$ cat config.mk
export PLATFORM = sky130hd
export DESIGN_NAME = xbar_top
export DESIGN_NICKNAME = d
export VERILOG_FILES = /design/src/rtl/xbar_pkg.sv /design/src/rtl/xbar_if.sv /design/src/rtl/benes.sv /design/src/rtl/benes_ctrl_regs.sv /design/src/rtl/crossover_switch.sv /design/src/rtl/xbar_top.sv
export VERILOG_INCLUDE_DIRS = /design/src /design/src/rtl
export SDC_FILE = /design/constraint.sdc
export NUM_CORES = 1
export LEC_CHECK = 0
export BUFFER_PORTS_ARGS = -buffer_cell sky130_fd_sc_hd__buf_2
export CORE_MARGIN = 10
export CORE_UTILIZATION = 55
export CTS_CLUSTER_SIZE = 24
export DETAILED_ROUTE_END_ITERATION = 16
export GPL_TIMING_DRIVEN = 0
export PLACE_DENSITY = 0.79
export REMOVE_ABC_BUFFERS = 1
export SLEW_MARGIN = 20
export SYNTH_ARGS = -nofsm -noshare
export SYNTH_HDL_FRONTEND = slang
export SYNTH_SLANG_ARGS = --single-unit
export TNS_END_PERCENT = 30
$ cat constraint.sdc
create_clock -name CLK -period 1.3 [get_ports CLK]
set_input_delay 0.065 -clock CLK [delete_from_list [all_inputs] [get_ports CLK]]
set_output_delay 0.065 -clock CLK [all_outputs]
set_load 0.05 [all_outputs]
$ cat src/rtl/xbar_cfg.svh
`ifndef XBAR_CFG_SVH
`define XBAR_CFG_SVH

// ============================================================================
// Crossbar network sizing
// ============================================================================

// Power of two lane count.
`define XBAR_SIZE 8

// Bits per lane.
`define XBAR_DWIDTH 16

// One bit per stage boundary. A set bit puts a register after that stage.
`define XBAR_REG_MASK 4'b1111

// Configuration data word.
`define XBAR_CFG_WIDTH 8

`endif

$ cat src/rtl/xbar_pkg.sv
`include "xbar_cfg.svh"

package xbar_pkg;

    // Switch address bits per lane.
    localparam int TAGWIDTH = $clog2(`XBAR_SIZE);

    // Benes depth for a power of two lane count.
    localparam int STAGES = (2 * TAGWIDTH) - 1;

    // One control bit per switch, SIZE/2 switches per stage.
    localparam int CTRL_BITS = STAGES * (`XBAR_SIZE / 2);

    // Configuration words needed to cover every control bit.
    localparam int CFG_WORDS = (CTRL_BITS + `XBAR_CFG_WIDTH - 1) / `XBAR_CFG_WIDTH;

    // Configuration port opcodes.
    typedef enum logic [1:0] {
        CFG_NOP    = 2'd0,
        CFG_WRITE  = 2'd1,
        CFG_CLEAR  = 2'd2,
        CFG_COMMIT = 2'd3
    } cfg_op_t;

endpackage

$ cat src/rtl/xbar_if.sv
`timescale 1ns/10ps

`include "xbar_cfg.svh"

interface xbar_if
    import xbar_pkg::*;
();

    // Input side.
    logic                     in_valid;
    logic [`XBAR_DWIDTH-1:0]  in [`XBAR_SIZE];

    // Active switch settings, sampled with every accepted item.
    logic [CTRL_BITS-1:0]     ctrl;

    // Output side.
    logic                     out_valid;
    logic [`XBAR_DWIDTH-1:0]  out [`XBAR_SIZE];

    modport xbar (
        input  in_valid, in, ctrl,
        output out_valid, out
    );

    modport src (
        output in_valid, in, ctrl,
        input  out_valid, out
    );

endinterface

$ cat src/rtl/benes.sv
`timescale 1ns/10ps

`include "xbar_cfg.svh"

module benes
    import xbar_pkg::*;
(
    input logic  CLK,
    input logic  nRST,
    xbar_if.xbar xif
);

    localparam int SIZE   = `XBAR_SIZE;
    localparam int DWIDTH = `XBAR_DWIDTH;
    localparam int HALF   = SIZE / 2;

    localparam logic [STAGES-2:0] REG_MASK = `XBAR_REG_MASK;

    // Lanes into and out of each stage, with the valid and control riding along.
    logic [DWIDTH-1:0]    stg_in   [STAGES][SIZE];
    logic [DWIDTH-1:0]    stg_out  [STAGES][SIZE];
    logic                 stg_vld  [STAGES];
    logic [CTRL_BITS-1:0] stg_ctrl [STAGES];

    assign stg_in[0]   = xif.in;
    assign stg_vld[0]  = xif.in_valid;
    assign stg_ctrl[0] = xif.ctrl;

    // ========================================================================
    // Stage boundaries
    // ========================================================================

    for (genvar b = 0; b < STAGES - 1; b++) begin : g_bound
        // Slices below LO belong to stages already passed.
        localparam int LO = (b + 1) * HALF;

        if (REG_MASK[b]) begin : g_reg
            logic [DWIDTH-1:0]     data_q [SIZE];
            logic                  vld_q;
            logic [CTRL_BITS-1:LO] ctrl_q;

            always_ff @(posedge CLK, negedge nRST) begin
                if (!nRST) begin
                    vld_q  <= 1'b0;
                    ctrl_q <= '0;
                    for (int i = 0; i < SIZE; i++) begin
                        data_q[i] <= '0;
                    end
                end else begin
                    vld_q  <= stg_vld[b];
                    ctrl_q <= stg_ctrl[b][CTRL_BITS-1:LO];
                    data_q <= stg_out[b];
                end
            end

            assign stg_in[b+1]   = data_q;
            assign stg_vld[b+1]  = vld_q;
            assign stg_ctrl[b+1] = {ctrl_q, {LO{1'b0}}};
        end else begin : g_comb
            assign stg_in[b+1]   = stg_out[b];
            assign stg_vld[b+1]  = stg_vld[b];
            assign stg_ctrl[b+1] = stg_ctrl[b];
        end
    end

    // ========================================================================
    // Switch stages
    // ========================================================================

    for (genvar s = 0; s < STAGES; s++) begin : g_stage
        if (s == 0) begin : g_first
            for (genvar k = 0; k < HALF; k++) begin : g_sw
                crossover_switch #(.WIDTH(DWIDTH)) u_sw (
                    .din  ({stg_in[0][2*k], stg_in[0][2*k+1]}),
                    .cntrl(stg_ctrl[0][k]),
                    .dout ({stg_out[0][2*k], stg_out[0][2*k+1]})
                );
            end
        end else if (s == STAGES - 1) begin : g_last
            for (genvar k = 0; k < HALF; k++) begin : g_sw
                crossover_switch #(.WIDTH(DWIDTH)) u_sw (
                    .din  ({stg_in[s][2*k], stg_in[s][2*k+1]}),
                    .cntrl(stg_ctrl[s][HALF*s + k]),
                    .dout ({stg_out[s][2*k], stg_out[s][2*k+1]})
                );
            end
        end else begin : g_mid
            // Pair distance grows to the centre, then shrinks again.
            localparam int D = (s < TAGWIDTH) ? (1 << s) : (1 << (STAGES - 1 - s));

            for (genvar g = 0; g < HALF / D; g++) begin : g_grp
                for (genvar j = 0; j < D; j++) begin : g_sw
                    localparam int IDX = g * 2 * D + j;
                    localparam int CB  = IDX + HALF * s - D * g;

                    crossover_switch #(.WIDTH(DWIDTH)) u_sw (
                        .din  ({stg_in[s][IDX], stg_in[s][IDX+D]}),
                        .cntrl(stg_ctrl[s][CB]),
                        .dout ({stg_out[s][IDX], stg_out[s][IDX+D]})
                    );
                end
            end
        end
    end

    // Last stage is combinational onto the outputs.
    assign xif.out       = stg_out[STAGES-1];
    assign xif.out_valid = stg_vld[STAGES-1];

endmodule

$ cat src/rtl/benes_ctrl_regs.sv
`timescale 1ns/10ps

`include "xbar_cfg.svh"

module benes_ctrl_regs
    import xbar_pkg::*;
(
    input  logic                       CLK,
    input  logic                       nRST,
    input  logic                       cfg_strobe,
    input  cfg_op_t                    cfg_op,
    input  logic [1:0]                 cfg_addr,
    input  logic [`XBAR_CFG_WIDTH-1:0] cfg_wdata,
    output logic [CTRL_BITS-1:0]       ctrl
);

    localparam int WORD = `XBAR_CFG_WIDTH;

    logic [CFG_WORDS*WORD-1:0] shadow;
    logic [CTRL_BITS-1:0]      active;
    logic                      addr_ok;
    logic                      do_write;
    logic                      do_clear;
    logic                      do_commit;

    // ========================================================================
    // Opcode decode
    // ========================================================================

    assign addr_ok = int'(cfg_addr) < CFG_WORDS;

    always_comb begin
        do_write  = 1'b0;
        do_clear  = 1'b0;
        do_commit = 1'b0;
        if (cfg_strobe) begin
            case (cfg_op)
                CFG_NOP:    ;
                CFG_WRITE:  do_write  = addr_ok;
                CFG_CLEAR:  do_clear  = 1'b1;
                CFG_COMMIT: do_commit = 1'b1;
                default:    ;
            endcase
        end
    end

    // ========================================================================
    // Shadow and active registers
    // ========================================================================

    always_ff @(posedge CLK, negedge nRST) begin
        if (!nRST) begin
            shadow <= '0;
        end else if (do_clear) begin
            shadow <= '0;
        end else if (do_write) begin
            shadow[cfg_addr*WORD +: WORD] <= cfg_wdata;
        end
    end

    // Padding bits of the last word are dropped.
    always_ff @(posedge CLK, negedge nRST) begin
        if (!nRST) begin
            active <= '0;
        end else if (do_commit) begin
            active <= shadow[CTRL_BITS-1:0];
        end
    end

    assign ctrl = active;

endmodule

$ cat src/rtl/crossover_switch.sv
`timescale 1ns/10ps

module crossover_switch #(
    parameter int WIDTH = 16
) (
    input  logic [1:0][WIDTH-1:0] din,
    input  logic                  cntrl,
    output logic [1:0][WIDTH-1:0] dout
);

    // Straight when low, exchanged when high.
    always_comb begin
        if (cntrl) begin
            dout[0] = din[1];
            dout[1] = din[0];
        end else begin
            dout = din;
        end
    end

endmodule

$ cat src/rtl/xbar_top.sv
`timescale 1ns/10ps

`include "xbar_cfg.svh"

module xbar_top
    import xbar_pkg::*;
(
    input  logic                                  CLK,
    input  logic                                  nRST,

    // Data in with lane 0 in the low bits.
    input  logic                                  in_valid,
    input  logic [`XBAR_SIZE*`XBAR_DWIDTH-1:0]    in_data,

    // Configuration port.
    input  logic                                  cfg_strobe,
    input  cfg_op_t                               cfg_op,
    input  logic [1:0]                            cfg_addr,
    input  logic [`XBAR_CFG_WIDTH-1:0]            cfg_wdata,

    // Data out.
    output logic                                  out_valid,
    output logic [`XBAR_SIZE*`XBAR_DWIDTH-1:0]    out_data
);

    localparam int SIZE   = `XBAR_SIZE;
    localparam int DWIDTH = `XBAR_DWIDTH;

    xbar_if xif ();

    assign xif.in_valid = in_valid;
    assign out_valid    = xif.out_valid;

    // Flat vectors to and from the lane arrays.
    for (genvar i = 0; i < SIZE; i++) begin : g_lane
        assign xif.in[i]                     = in_data[i*DWIDTH +: DWIDTH];
        assign out_data[i*DWIDTH +: DWIDTH]  = xif.out[i];
    end

    benes_ctrl_regs u_ctrl (
        .CLK       (CLK),
        .nRST      (nRST),
        .cfg_strobe(cfg_strobe),
        .cfg_op    (cfg_op),
        .cfg_addr  (cfg_addr),
        .cfg_wdata (cfg_wdata),
        .ctrl      (xif.ctrl)
    );

    benes u_benes (
        .CLK (CLK),
        .nRST(nRST),
        .xif (xif.xbar)
    );

endmodule

=== Yosys cells after proc, flatten, opt, wreduce, memory -nomap -nowiden ===
Cells that the tools add are included.

* Bits of input ports: 144
* Logic and storage cells: 79
* Output and inout port bits: 129
* Register bits after elaboration: 600

* $add $sub $neg: 1
* $lt $le $gt $ge: 1
* Equal/unequal tests: 3
* Multiplexer cells: 29
* Shifts and indexed selects: 2
* Reductions and logical operators: 1

{| class="wikitable"
|+ Operator list
! kind !! count
|-
| two-way mux 32 bit || 20
|-
| two-way mux 24 bit || 2
|-
| negator 5 -> 34 bit || 1
|-
| variable shift 8 x 34 -> 24 bit, first input constant || 1
|-
| variable part select 8 x 34 -> 24 bit || 1
|-
| bitwise mux 24 bit || 1
|-
| two-way mux 1 bit || 6
|-
| == test 2 bit, second input constant || 2
|-
| == test 2 x 1 -> 1 bit, second input constant || 1
|-
| < comparator 2 bit, second input constant || 1
|-
| nonzero test 2 bit || 1
|}

=== Longest topological paths before layout ===
Gate-level depths: netlist (run 1).

* Word-level depth: 5
* Depth in mapped cells: 6
* Mapped depth without buffers: 5

=== Hierarchy ===
A second synthesis (run 1) with hierarchy kept.

* Cells, all modules: 1,406
* Area, all modules: 26,487.9 sq um

{| class="wikitable"
|+ By module, submodules not included
! module !! sequential area each (sq um) !! cells an instance !! area each (sq um) !! times used
|-
| benes || 13,913.3 || 556 || 13,913.3 || 1
|-
| crossover_switch || 0.0 || 36 || 544.3 || 20
|-
| benes_ctrl_regs || 1,001.0 || 130 || 1,689.1 || 1
|}

=== Worst setup path before layout (run 1) ===
No wires, ideal clock.

* Kind: reg-to-output
* Start: reg u_benes.g_bound[3].g_reg.ctrl_q[16] (netlist bit)
* End: out out_data[0]
* Stages on the path, launching flop included: 4
* Setup slack: 0.009 ns
* Data arrival time: 1.226 ns
* Required time: 1.235 ns
* Path buffers: 2
* Path through: dfrtp_1 clkbuf_1 buf_2 mux2_1

* Longest elaborated chain between the ends: 1

{| class="wikitable"
|+ RTL lines
! what !! line !! text
|-
| from (decl) || benes.sv:40 || <nowiki>logic [CTRL_BITS-1:LO] ctrl_q;</nowiki>
|-
| from (signal assigned) || benes.sv:51 || <nowiki>ctrl_q <= stg_ctrl[b][CTRL_BITS-1:LO];</nowiki>
|-
| two-way mux 32 bit || crossover_switch.sv:13 || <nowiki>if (cntrl) begin</nowiki>
|-
| to (decl) || xbar_top.sv:23 || <nowiki>output logic [`XBAR_SIZE*`XBAR_DWIDTH-1:0] out_data</nowiki>
|}

No other way between the ends.

=== Worst setup path after layout (run 1) ===
* Start: reg u_benes.g_bound[3].g_reg.ctrl_q[19] (netlist bit)
* End: out out_data[114]

The elaborated chain is that of the path after synthesis.

==> results.txt, run 1 <==
- DRC violation count after routing: 0
- By startpoint and endpoint, the worst setup path is classified as reg2out.
- The area growth from synthesis to layout is 32.9%.
- Die Ht: 225 um
- The share of the synthesized area in compound gates (AO/OA/AOI/OAI) was 0.00928.
- Summing all flip-flop and latch instances after layout gives 0.0150 mm^2.
- Run status: finished with violations
- IR analysis of the VDD net gives a maximum drop of 0.853 mV.
- The final-report max-slew violation count came to 0.
* Overall track demand over capacity in global routing: 0.227
- From left edge to right edge, the die measures 225 um.
* Leakage power total: 13.6 nW
- TritonCTS built the clock tree.
* Critical path endpoint: out_data[114]
- The routed design has 60100 um of wire.
* Detailed placer's ending HPWL: 35700 um
* Crit Path Max Fanout: 16
* CP startpoint: u_benes.g_bound[3].g_reg.ctrl_q[19]$_DFF_PN0_
- The total area inside the core boundary comes to 0.0419 mm^2.
- STA classifies the critical path endpoint as a primary output.
- The congestion estimate from routability-driven global placement came to 0.786.
* Average size of a mapped cell: 16.5 um^2
* Num ports: 273
- Insertion delay to the later sink of the worst-skew pair: 620 ps
* R2r endpoint: u_benes.g_bound[0].g_reg.data_q[40]$_DFF_PN0_
- Summing all non-filler instances in the final layout gives an area of 0.0308 mm^2.
- Post-synthesis instance area: 0.0232 mm^2
* Pin slew with the least headroom to its limit: 1050 ps
- Dividing the detail-routed wire length by the instance count gives 24.8 um.
* Starting density of the core: 0.554
- Number of iterations in the first detailed-routing pass: 4
- Hold Buf Count CTS: 149
- Fraction of layout instances using a drive strength above 1: 0.571
- Counting the fill cells in the layout gives 2359.
* Final setup viols: 294
- The first global-routing pass estimated 87200 um of wire.
- Violations in the final reports: hold timing, setup timing
* Post-Route Hold Slack: -77.7 ps
- Seq/Total Area, Yosys: 0.643
- After technology mapping, the gate count stands at 1404.
- Die ar.: 0.0508 mm^2
- The final number of hold-violating endpoints was 187.
- Upper clock frequency limit: 0.520 GHz
- Slew Limit Headroom: 0.298
* Final Worst Setup Slack: -623 ps
- Of the total synthesized cell area, the portion taken by full adders, half adders and majority gates is 0.00270.
- After the last flow step, the layout net total stands at 1989.
- Largest family of logic cells by synthesized area: multiplexers
* Yosys cell types: 28
* Vias after detailed routing: 13400
- The worst register-to-register path has a depth of 2.
- In the synthesized netlist the dominant register cell turns out to be sky130_fd_sc_hd__dfrtp_1.
* Xor and xnor area share after synthesis: 0
* Fraction of the mapped netlist area in simple logic gates: 0.00680
* Number of routed nets with antenna violations: 0
- Setup repair after global routing could not meet its margin everywhere.
- CTS built an H-tree with a depth of 2.
* Maximum number of pins on one net before global-route repair: 108
- Fraction of synthesis flops using an asynchronous set or reset pin: 1.00
* Mux cell area share after synthesis: 0.319
* Crit Reg-Reg Startpoint: u_ctrl.ctrl[2]$_DFFE_PN0P_
- The floorplan has 75 rows.
* Via count of the first global-routing pass: 14900
- In this run, the number of DRC markers left after iteration 0 of detailed routing was 788.
- Number of clock sinks: 596
- Clk_skew: 24.8 ps
* Number of enable-type register cells in the synthesized netlist: 0
* Cell Pwr Density: 1440 mW/mm^2
- Setup slack, reg-to-reg: -90 ps
- The multi-input combinational cells in the finished layout cover a total of 0.00856 mm^2.
* Placed insts: 2155
- Number of register bits inferred by synthesis: 596
* Largest buffer count on any clock path: 3
- Startpoint kind of the worst setup timing path: register
- Worst path required time: 1240 ps
* Number of antenna violations at the first check in global routing: 2
- Excluding fillers, the count of instances in the completed layout stands at 2427.
- Max-capacitance violation count: 0
* Clock transition at the register clock pins on the worst setup and hold paths after CTS: 60 ps
- Clock tree synthesis selected as its root buffer the cell sky130_fd_sc_hd__clkbuf_16.
- In this run the cell area measured after placement is 0.0255 mm^2.
- Dividing the detail-routed via count by the number of cells gives 5.53.
- STA puts the critical path data arrival time at 1860 ps.
- Global-route congestion overflow total: 0
- Period utilization: 1.48
- The routed design could run at a clock period as short as 1920 ps.
* Number of buffers created by CTS: 58
- The design draws 0.0445 W.
- During synthesis, Yosys emitted a total of 0 warnings.
- During placement, the flow inserted port buffers numbering 272.
* Path type of the worst min-delay path: in2async
[final cells by class]
class / instances / share of cell area
Multi-Input combinational cell: 716 / 0.278
Sequential cell: 596 / 0.486
Antenna cell: 3 / 0.000243
Inverter: 6 / 0.000730
Timing Repair Buffer: 462 / 0.150
Tap cell: 539 / 0.0219
Clock buffer: 81 / 0.0541
Clock inverter: 24 / 0.00937
[report_power, final]
group          total [W]  internal [W]  switching, W
Clock             0.0171        0.0101       0.00694
Sequential        0.0207        0.0199      0.000811
Combinational    0.00679       0.00322       0.00357
Total             0.0445        0.0332        0.0113
[what timing repair did]
action / in CTS / in global routing
setup buffers: 11 / 2
endpoints found under the hold margin: 374 / 80
cloned: 0 / 2
setup endpoints to repair: 475 / 509
gates resized for setup: 195 / 264
[logic make-up (layout without fill, tap and decap cells)]
| kind of cell | count (synthesis) | after routing |
|---|---|---|
| multiplexers | 657 | 657 |
| flip-flops | 596 | 596 |
| buffers and inverters | 92 | 573 |
| AO/OA/AOI/OAI | 29 | 29 |
| AND/OR/NAND/NOR | 25 | 25 |
| adder cells (fa/ha/maj) | 5 | 5 |
| other | 0 | 3 |
[stage by stage]
stage | worst slack [ps] | setup TNS (ps) | utilization | hold WS, ps
finish | -623 | -75780 | 0.737 | -77.7
global route | -690 | -91580 | 0.737 | -41.6
CTS | -666 | -103950 | 0.711 | -78.7
detailed placement | -422 | -104990 | 0.609 | -66.1
global placement | -11140 | -7230090 | 0.593 | 175
floorplan | -285 | -113340 | - | -231
[registers in the layout, summed over array words and instances (netlist names)]
signal	flops
u_ctrl.ctrl	20
u_ctrl.shadow	20
u_benes.xif.out_valid	1
u_benes.g_bound.g_reg.data_q	512
u_benes.g_bound.g_reg.vld_q	3
u_benes.g_bound.g_reg.ctrl_q	40
[worst min-delay path by stage]
stage             start                                            end  cells after the start
5_1_grt            nRST  u_benes.g_bound[2].g_reg.data_q[68]$_DFF_PN0_                      7
2_1_floorplan      nRST  u_benes.g_bound[0].g_reg.ctrl_q[10]$_DFF_PN0_                      0
3_3_place_gp   in_valid       u_benes.g_bound[0].g_reg.vld_q$_DFF_PN0_                      1
6_report           nRST  u_benes.g_bound[1].g_reg.data_q[36]$_DFF_PN0_                      7
3_5_place_dp       nRST   u_benes.g_bound[0].g_reg.data_q[5]$_DFF_PN0_                      1
4_1_cts            nRST  u_benes.g_bound[1].g_reg.data_q[36]$_DFF_PN0_                      7
[placed cells by master (no fill, tap or decap), types with 6 or more instances in the layout]
| master | count |
|---|---|
| sky130_fd_sc_hd__buf_16 | 18 |
| sky130_fd_sc_hd__buf_2 | 148 |
| sky130_fd_sc_hd__mux2_2 | 447 |
| sky130_fd_sc_hd__inv_1 | 6 |
| sky130_fd_sc_hd__nand2_1 | 8 |
| sky130_fd_sc_hd__dfrtp_1 | 576 |
| sky130_fd_sc_hd__clkinv_2 | 11 |
| sky130_fd_sc_hd__buf_6 | 118 |
| sky130_fd_sc_hd__a22o_1 | 12 |
| sky130_fd_sc_hd__dlygate4sd3_1 | 142 |
| sky130_fd_sc_hd__o21ai_0 | 6 |
| sky130_fd_sc_hd__bufinv_16 | 6 |
| sky130_fd_sc_hd__clkbuf_16 | 61 |
| sky130_fd_sc_hd__dfrtp_4 | 19 |
| sky130_fd_sc_hd__clkinvlp_4 | 6 |
| sky130_fd_sc_hd__buf_4 | 7 |
| sky130_fd_sc_hd__mux2_4 | 193 |
| sky130_fd_sc_hd__mux2_1 | 16 |
| sky130_fd_sc_hd__buf_12 | 26 |
| sky130_fd_sc_hd__clkbuf_8 | 11 |
| sky130_fd_sc_hd__clkbuf_1 | 11 |
[cells in the mapped netlist (3+ instances only)]
cell,n,area (um^2)
sky130_fd_sc_hd__a22o_1,12,105
sky130_fd_sc_hd__buf_6,3,33.8
sky130_fd_sc_hd__buf_2,62,310
sky130_fd_sc_hd__nand2_1,8,30.0
sky130_fd_sc_hd__inv_1,6,22.5
sky130_fd_sc_hd__dfrtp_1,596,14900
sky130_fd_sc_hd__clkbuf_1,21,78.8
sky130_fd_sc_hd__nand4_1,4,25.0
sky130_fd_sc_hd__o21ai_1,3,15.0
sky130_fd_sc_hd__o21ai_0,6,30.0
sky130_fd_sc_hd__mux2_1,38,428
sky130_fd_sc_hd__a211oi_1,4,30.0
sky130_fd_sc_hd__ha_1,5,62.6
sky130_fd_sc_hd__mux2_2,618,6960
[metal layers]
| layer | up-vias | part of all wire | track usage |
|---|---|---|---|
| met5 | - | 0 | 0 |
| met4 | 0 | 0.026 | 0.0828 |
| met3 | 118 | 0.048 | 0.0410 |
| met2 | 383 | 0.53 | 0.399 |
| met1 | 7073 | 0.40 | 0.275 |
| li1 | 5849 | - | - |
[worst max-delay path, cell delays in order, from the launching register on]
cell and delay [ps]:
sky130_fd_sc_hd__dfrtp_4 450, sky130_fd_sc_hd__buf_12 190, sky130_fd_sc_hd__mux2_2 400, sky130_fd_sc_hd__buf_4 200
(Power assumes the default switching activity.)
==> run 2, diff against run 1 <==
CELL_PAD_IN_SITES_DETAIL_PLACEMENT = 1   (was unset)
CELL_PAD_IN_SITES_GLOBAL_PLACEMENT = 2   (was unset)
CORE_UTILIZATION = 42   (was 55)
PLACE_DENSITY = 0.81   (was 0.79)
==> results.txt, run 2 (synthesized netlist as in run 1, its figures left out) <==
- The setup path with the least slack is of type reg2out.
- Measured along the y axis, the die boundary spans 255 um.
* Setup slack, reg-to-reg: -230 ps
- The share of total power dissipated in the clock network is 0.392.
- At the worst endpoint, the arrival time is 1890 ps.
- FP Rows: 86
- Worst path required time: 1240 ps
- Of the cells placed in the final design, the portion with a size suffix greater than 1 is 0.570.
- Relative to the synthesized area, the layout overhead comes to 33.5%.
- The checks that failed: hold timing, setup timing.
- Switching fraction of total power: 0.260
* Last weighted congestion value of the routability-driven placer: 0.769
* Number of iterations in the first detailed-routing pass: 4
* Floorplan Core Area: 0.0549 mm^2
- Run status: finished with violations
- Number of antenna violations at the first check in global routing: 1
- In this run the worst setup path terminates at out_data[11].
- Post-Route Hold Slack: -649 ps
* Upper clock frequency limit: 0.512 GHz
- Flip-flop count of the largest register after layout: 512
- After global routing the overflow that remains totals 0.
- Wire length after detailed routing: 65200 um
- Clk_skew: 29.7 ps
- u_benes.g_bound.g_reg.data_q holds more flip-flops than any other register.
- Clock transition at the register clock pins on the worst setup and hold paths after CTS: 60 ps
* Final setup viols: 440
* Die ar.: 0.0650 mm^2
* Num ports: 273
- The floorplan step set the die width to 255 um.
* Final worst path period need: 1950 ps
- OpenSTA, run right after detailed placement, puts the worst setup slack at -1010 ps.
- Maximum number of pins on one net before global-route repair: 106
- Setup repair after global routing missed its margin: yes
* Path type of the worst min-delay path: in2async
* Final Worst Setup Slack: -654 ps
- Depth of the worst register-to-register path: 1
- Number of routed nets with antenna violations: 0
* Top library cells by usage in the layout, fill and taps aside: sky130_fd_sc_hd__dfrtp_1 (576), sky130_fd_sc_hd__mux2_2 (423), sky130_fd_sc_hd__mux2_4 (216)
* Routed length per placed instance: 25.2 um
- Critical path endpoint category: primary output
* Share of power burned in combinational logic: 0.149
* Starting density of the core: 0.423
- Deepest level of the CTS H-tree: 2
* Cell-internal power: 0.0335 W
* Detailed Route Iter0 Violations: 592
* Fin nets: 1980
- In the finished design, the share of the clock period the worst path needs comes to 1.50.
- Vias after detailed routing: 13300
- Summed over all nets, the half-perimeter wirelength after detailed placement is 40500 um.
- Via count of the first global-routing pass: 15400
* Clock tree from TritonCTS: done
- In the global route stage, overall resource usage came out at 0.196.
- Leakage power total: 13.6 nW
* Worst vdd ir: 1.07 mV
- Number of clock sinks: 596
- Slew Limit Headroom: 0.250
* Startpoint kind of the worst setup timing path: register
- Number of buffers created by CTS: 61
* Port Buf Inserts: 272
- The first global-routing pass estimated 94700 um of wire.
* Pin slew with the least headroom to its limit: 1120 ps
- Final Hold Viols: 220
- Crit Path Max Fanout: 8
- For the worst-skew pair, the clock arrives at the later sink with an insertion delay of 630 ps.
- Overall power consumption after layout is estimated at 0.0452 W.
- Max-capacitance violation count: 0
- The analysis attributes to net switching a power of 0.0118 W.
* Clock root cell: sky130_fd_sc_hd__clkbuf_16
- Largest buffer count on any clock path: 3
- The worst register-to-register path begins at u_ctrl.ctrl[3]$_DFFE_PN0P_.
- The number of hold buffers added after CTS was 142.
- Post-DR vias/cell: 5.12
* Cell Pwr Density: 1460 mW/mm^2
- In the final layout, the registers with the most flip-flops are u_benes.g_bound.g_reg.data_q x512, u_benes.g_bound.g_reg.ctrl_q x40.
- The critical path starts at u_benes.g_bound[3].g_reg.ctrl_q[16]$_DFF_PN0_.
- In the routed design, unresolved DRC markers number 0.
- Of the total power, registers draw 0.459.
- Most common cell after layout, fill and taps aside: sky130_fd_sc_hd__dfrtp_1
- The worst register-to-register path ends at u_benes.g_bound[0].g_reg.data_q[19]$_DFF_PN0_.
* Slew Limit Fails: 0
[run 2: changes by cell type in the layout (fill, tap and decap cells not counted), sizes merged]
| cell | change |
|---|---|
| clkbuf | +9 |
| buf | -15 |
| diode | -1 |
| inv | +3 |
| bufinv | -2 |
| clkinvlp | -3 |
| bufbuf | +1 |
| clkinv | +6 |
[run 2: per-stage QoR]
stage / instance area (um^2) / utilization / TNS, ps / hold WS, ps / instances
floorplan: 22800 / - / -113340 / -231 / 1318
global placement: 25000 / 0.456 / -7521230 / 179 / 2294
detailed placement: 25600 / 0.466 / -256060 / 64.3 / 2318
CTS: 29900 / 0.545 / -137190 / -667 / 2584
global route: 31000 / 0.564 / -111340 / -627 / 2588
finish: 31000 / 0.564 / -94400 / -649 / 2590
[run 2: power by group through the flow]
stage               combinational [W]  sequential (W)  clock (W)
finish                        0.00673          0.0208     0.0177
global route                  0.00708          0.0209     0.0190
CTS                           0.00626          0.0207     0.0182
detailed placement            0.00523          0.0211          0
global placement              0.00494          0.0211          0
floorplan                     0.00345          0.0207          0
[run 2: area by class of cell]
| class | count | area (um^2) |
|---|---|---|
| clock buffer | 88 | 1780 |
| multi-input combinational | 716 | 8640 |
| fill | 5030 | 23900 |
| antenna | 2 | 5.00 |
| tap | 704 | 881 |
| sequential | 596 | 15000 |
| timing repair buffer | 450 | 4350 |
| inverter | 6 | 22.5 |
| clock inverter | 28 | 293 |
[run 2: how the worst min path moves through the flow]
stage,end,slack [ps]
detailed placement,u_benes.xif.out_valid$_DFF_PN0_,60
finish,u_benes.xif.out_valid$_DFF_PN0_,-650
CTS,u_benes.xif.out_valid$_DFF_PN0_,-670
global route,u_benes.xif.out_valid$_DFF_PN0_,-630
global placement,u_benes.g_bound[0].g_reg.vld_q$_DFF_PN0_,180
floorplan,u_benes.g_bound[0].g_reg.ctrl_q[10]$_DFF_PN0_,-230
[run 2: timing repair]
item,4_1_cts,5_1_grt
hold endpoints to repair,368,219
cloned,1,4
gates resized for setup,220,274
buffers inserted,7,0
endpoints found under the setup margin,554,560
[run 2: critical path: stages (launching register included)]
cell and delay [ps]:
sky130_fd_sc_hd__dfrtp_4 570, sky130_fd_sc_hd__buf_16 200, sky130_fd_sc_hd__mux2_4 330, sky130_fd_sc_hd__buf_6 160
[run 2: routing by layer]
| metal | GRT usage | up-vias | routed length [um] |
|---|---|---|---|
| met5 | 0 | - | 16 |
| met1 | 0.234 | 7039 | 26000 |
| met2 | 0.356 | 277 | 34900 |
| met4 | 0.0632 | 2 | 1920 |
| li1 | - | 5839 | - |
| met3 | 0.0297 | 115 | 2370 |
==> run 3, diff against run 2 <==
CORE_UTILIZATION = 44   (was 42)
CTS_BUF_LIST = sky130_fd_sc_hd__clkbuf_8   (was unset)
PLACE_DENSITY = 0.85   (was 0.81)
==> results.txt, run 3 (synthesized netlist as in run 1, its figures left out) <==
- The register with the most flip-flops in the layout has 512 of them.
- Sequential cell area in the final layout: 0.0150 mm^2
- In this run the static leakage power is 13.3 nW.
- In the global route stage, met1 resource usage came out at 0.226.
- Final Hold Viols: 281
- Detailed placer's ending HPWL: 40500 um
* Top library cells by usage in the layout, fill and taps aside: sky130_fd_sc_hd__dfrtp_1 (576), sky130_fd_sc_hd__mux2_2 (549), sky130_fd_sc_hd__buf_2 (165)
- The first global-routing pass estimated 97200 um of wire.
* Upper clock frequency limit: 0.490 GHz
- Measured along the y axis, the die boundary spans 250 um.
- Clock transition at the register clock pins on the worst setup and hold paths after CTS: 60 ps
* Run status: finished with violations
- Num ports: 273
- Worst vdd ir: 0.817 mV
- Traced cell by cell, the critical path runs through buf_12, mux2_2, buf_4.
* Starting density of the core: 0.443
- In this run, placement finished with an instance count of 2303.
* Most common cell after layout, fill and taps aside: sky130_fd_sc_hd__dfrtp_1
* Port Buf Inserts: 272
- Cell Pwr Density: 1420 mW/mm^2
- Clk_skew: 30.4 ps
* Fraction of layout instances using a drive strength above 1: 0.567
- Number of routed nets with antenna violations: 0
- Global-route congestion overflow total: 0
* Die ar.: 0.0623 mm^2
* Post-DR vias/cell: 5.09
- Once routing completed, OpenROAD measured the worst setup slack at -740 ps.
- Startpoint kind of the worst setup timing path: register
- The startpoint identified for the worst register-to-register timing path is u_ctrl.ctrl[0]$_DFFE_PN0P_.
- The finished cells cover 0.0302 mm^2.
- In this run the cell area measured after placement is 0.0256 mm^2.
- The global routing stage identified its most utilized layer as met2.
* Largest buffer count on any clock path: 3
- Met3 demand-to-capacity share in global routing: 0.0417
- Slew Limit Headroom: 0.563
* Wire length after detailed routing: 64800 um
- For this design, the sink count on the clock tree is 596.
* Met2 global-route usage: 0.371
- Design Power: 0.0428 W
* Floorplan Core Area: 0.0523 mm^2
- The tool flagged a number of max-cap violations equal to 0.
* Largest Register: u_benes.g_bound.g_reg.data_q
- At the end of routability-driven placement, the weighted congestion stood at 0.732.
* Period utilization: 1.57
- In this run the critical register-to-register path is captured at u_benes.g_bound[0].g_reg.data_q[98]$_DFF_PN0_.
* Insertion delay to the later sink of the worst-skew pair: 670 ps
- Setup repair after global routing missed its margin: yes
- The checks that failed: hold timing, setup timing.
* Maximum number of pins on one net before global-route repair: 108
* Depth of the worst register-to-register path: 2
* Arrival time of data at the critical path endpoint: 1970 ps
- On the final layout, the worst hold slack is -645 ps.
- Setup violations remaining at the end of the flow were counted as 321.
* Overall track demand over capacity in global routing: 0.204
- Vias after detailed routing: 13500
- DRC violation count after routing: 0
- Fin nets: 2030
- Multi-input gate area: 0.00817 mm^2
- Filler cell count in the final layout: 4832
- Fin cells: 2649
* Final worst path period need: 2040 ps
- After detailed routing, the average wire length per cell comes to 24.4 um.
- The tightest min-delay check is of the in2async type.
- The worst setup path is captured at a primary output.
- The H-tree was split into 3 levels.
- Hold repair after CTS inserted 154 buffers.
* Crit Path Max Fanout: 23
* Number of iterations in the first detailed-routing pass: 4
- Buffers inserted during clock tree synthesis total 95.
- Worst-path cell with the longest stage delay: sky130_fd_sc_hd__dfrtp_4
- Via count of the first global-routing pass: 16100
- The final-report max-slew violation count is 0.
- At the pin with the least slew margin, the transition time is 652 ps.
* Worst path required time: 1240 ps
- For flop-to-flop paths, the worst setup slack is -130 ps.
- Clock root cell: sky130_fd_sc_hd__clkbuf_8
- Before CTS, the worst setup slack after placement is -817 ps.
* Registers with the highest flip-flop counts: u_benes.g_bound.g_reg.data_q x512, u_benes.g_bound.g_reg.ctrl_q x40
* Number of antenna violations at the first check in global routing: 11
- Layout-stage area growth over the synthesis result: 30.4%
* Die Wd: 250 um
- TritonCTS built the clock tree.
- The critical path is of the reg2out type.
- After the first detailed-routing iteration, the DRC count stood at 483.
- In this run the core area contains 84 standard-cell rows.
- Stage delay of the slowest cell on the critical path: 450 ps
## run 3: changes by cell type in the layout (fill, tap and decap cells not counted), moves of 14 or more
cell	before	now
sky130_fd_sc_hd__inv_1	6	40
sky130_fd_sc_hd__buf_2	151	165
sky130_fd_sc_hd__buf_6	101	82
sky130_fd_sc_hd__mux2_2	423	549
sky130_fd_sc_hd__clkbuf_16	66	1
sky130_fd_sc_hd__buf_4	10	27
sky130_fd_sc_hd__clkbuf_8	13	116
sky130_fd_sc_hd__mux2_4	216	88
## run 3: worst max path at each step
stage,endpoint,from
2_1_floorplan,out_data[0],u_benes.g_bound[3].g_reg.ctrl_q[16]$_DFF_PN0_
3_3_place_gp,u_benes.g_bound[3].g_reg.data_q[65]$_DFF_PN0_,nRST
5_1_grt,out_data[18],u_benes.g_bound[3].g_reg.ctrl_q[16]$_DFF_PN0_
4_1_cts,out_data[34],u_benes.g_bound[3].g_reg.ctrl_q[17]$_DFF_PN0_
6_report,out_data[18],u_benes.g_bound[3].g_reg.ctrl_q[16]$_DFF_PN0_
3_5_place_dp,u_benes.g_bound[3].g_reg.data_q[65]$_DFF_PN0_,nRST
## run 3: per-layer routing
metal | routed length, um | part of all wire
met5 | 34 | 0.00053
met3 | 2630 | 0.041
met2 | 35200 | 0.54
met1 | 24800 | 0.38
met4 | 2090 | 0.032
## run 3: through the flow
stage                      util  setup TNS, ps
after CTS                 0.567        -121350
after floorplan               -        -113340
after global routing      0.578        -110470
final                     0.578         -94400
after detailed placement  0.489        -220830
after global placement    0.477       -7372610
## run 3: final cells by class
type / count / area share
timing repair buffer: 466 / 0.143
antenna: 8 / 0.000662
inverter: 6 / 0.000745
clock inverter: 53 / 0.00952
clock buffer: 116 / 0.0528
multi-input combinational: 716 / 0.270
sequential: 596 / 0.495
tap: 688 / 0.0285
## run 3: critical path, delay by kind of cell, from the launching register on
kind	cells	cell delay, ps
mux	1	410
flops	1	450
buf+inv	2	400
## run 3: report_power, final
part	internal, W	leakage (nW)	switching, W
sequential	0.0199	7.09	0.000808
combinational	0.00290	5.10	0.00355
clock	0.00845	1.10	0.00723
## run 3: timing repair
action,CTS,global route
endpoints found under the hold margin,247,281
gates cloned,0,1
buffers inserted,12,2
pin swaps,0,0
gates resized for setup,172,144
endpoints found under the setup margin,532,510
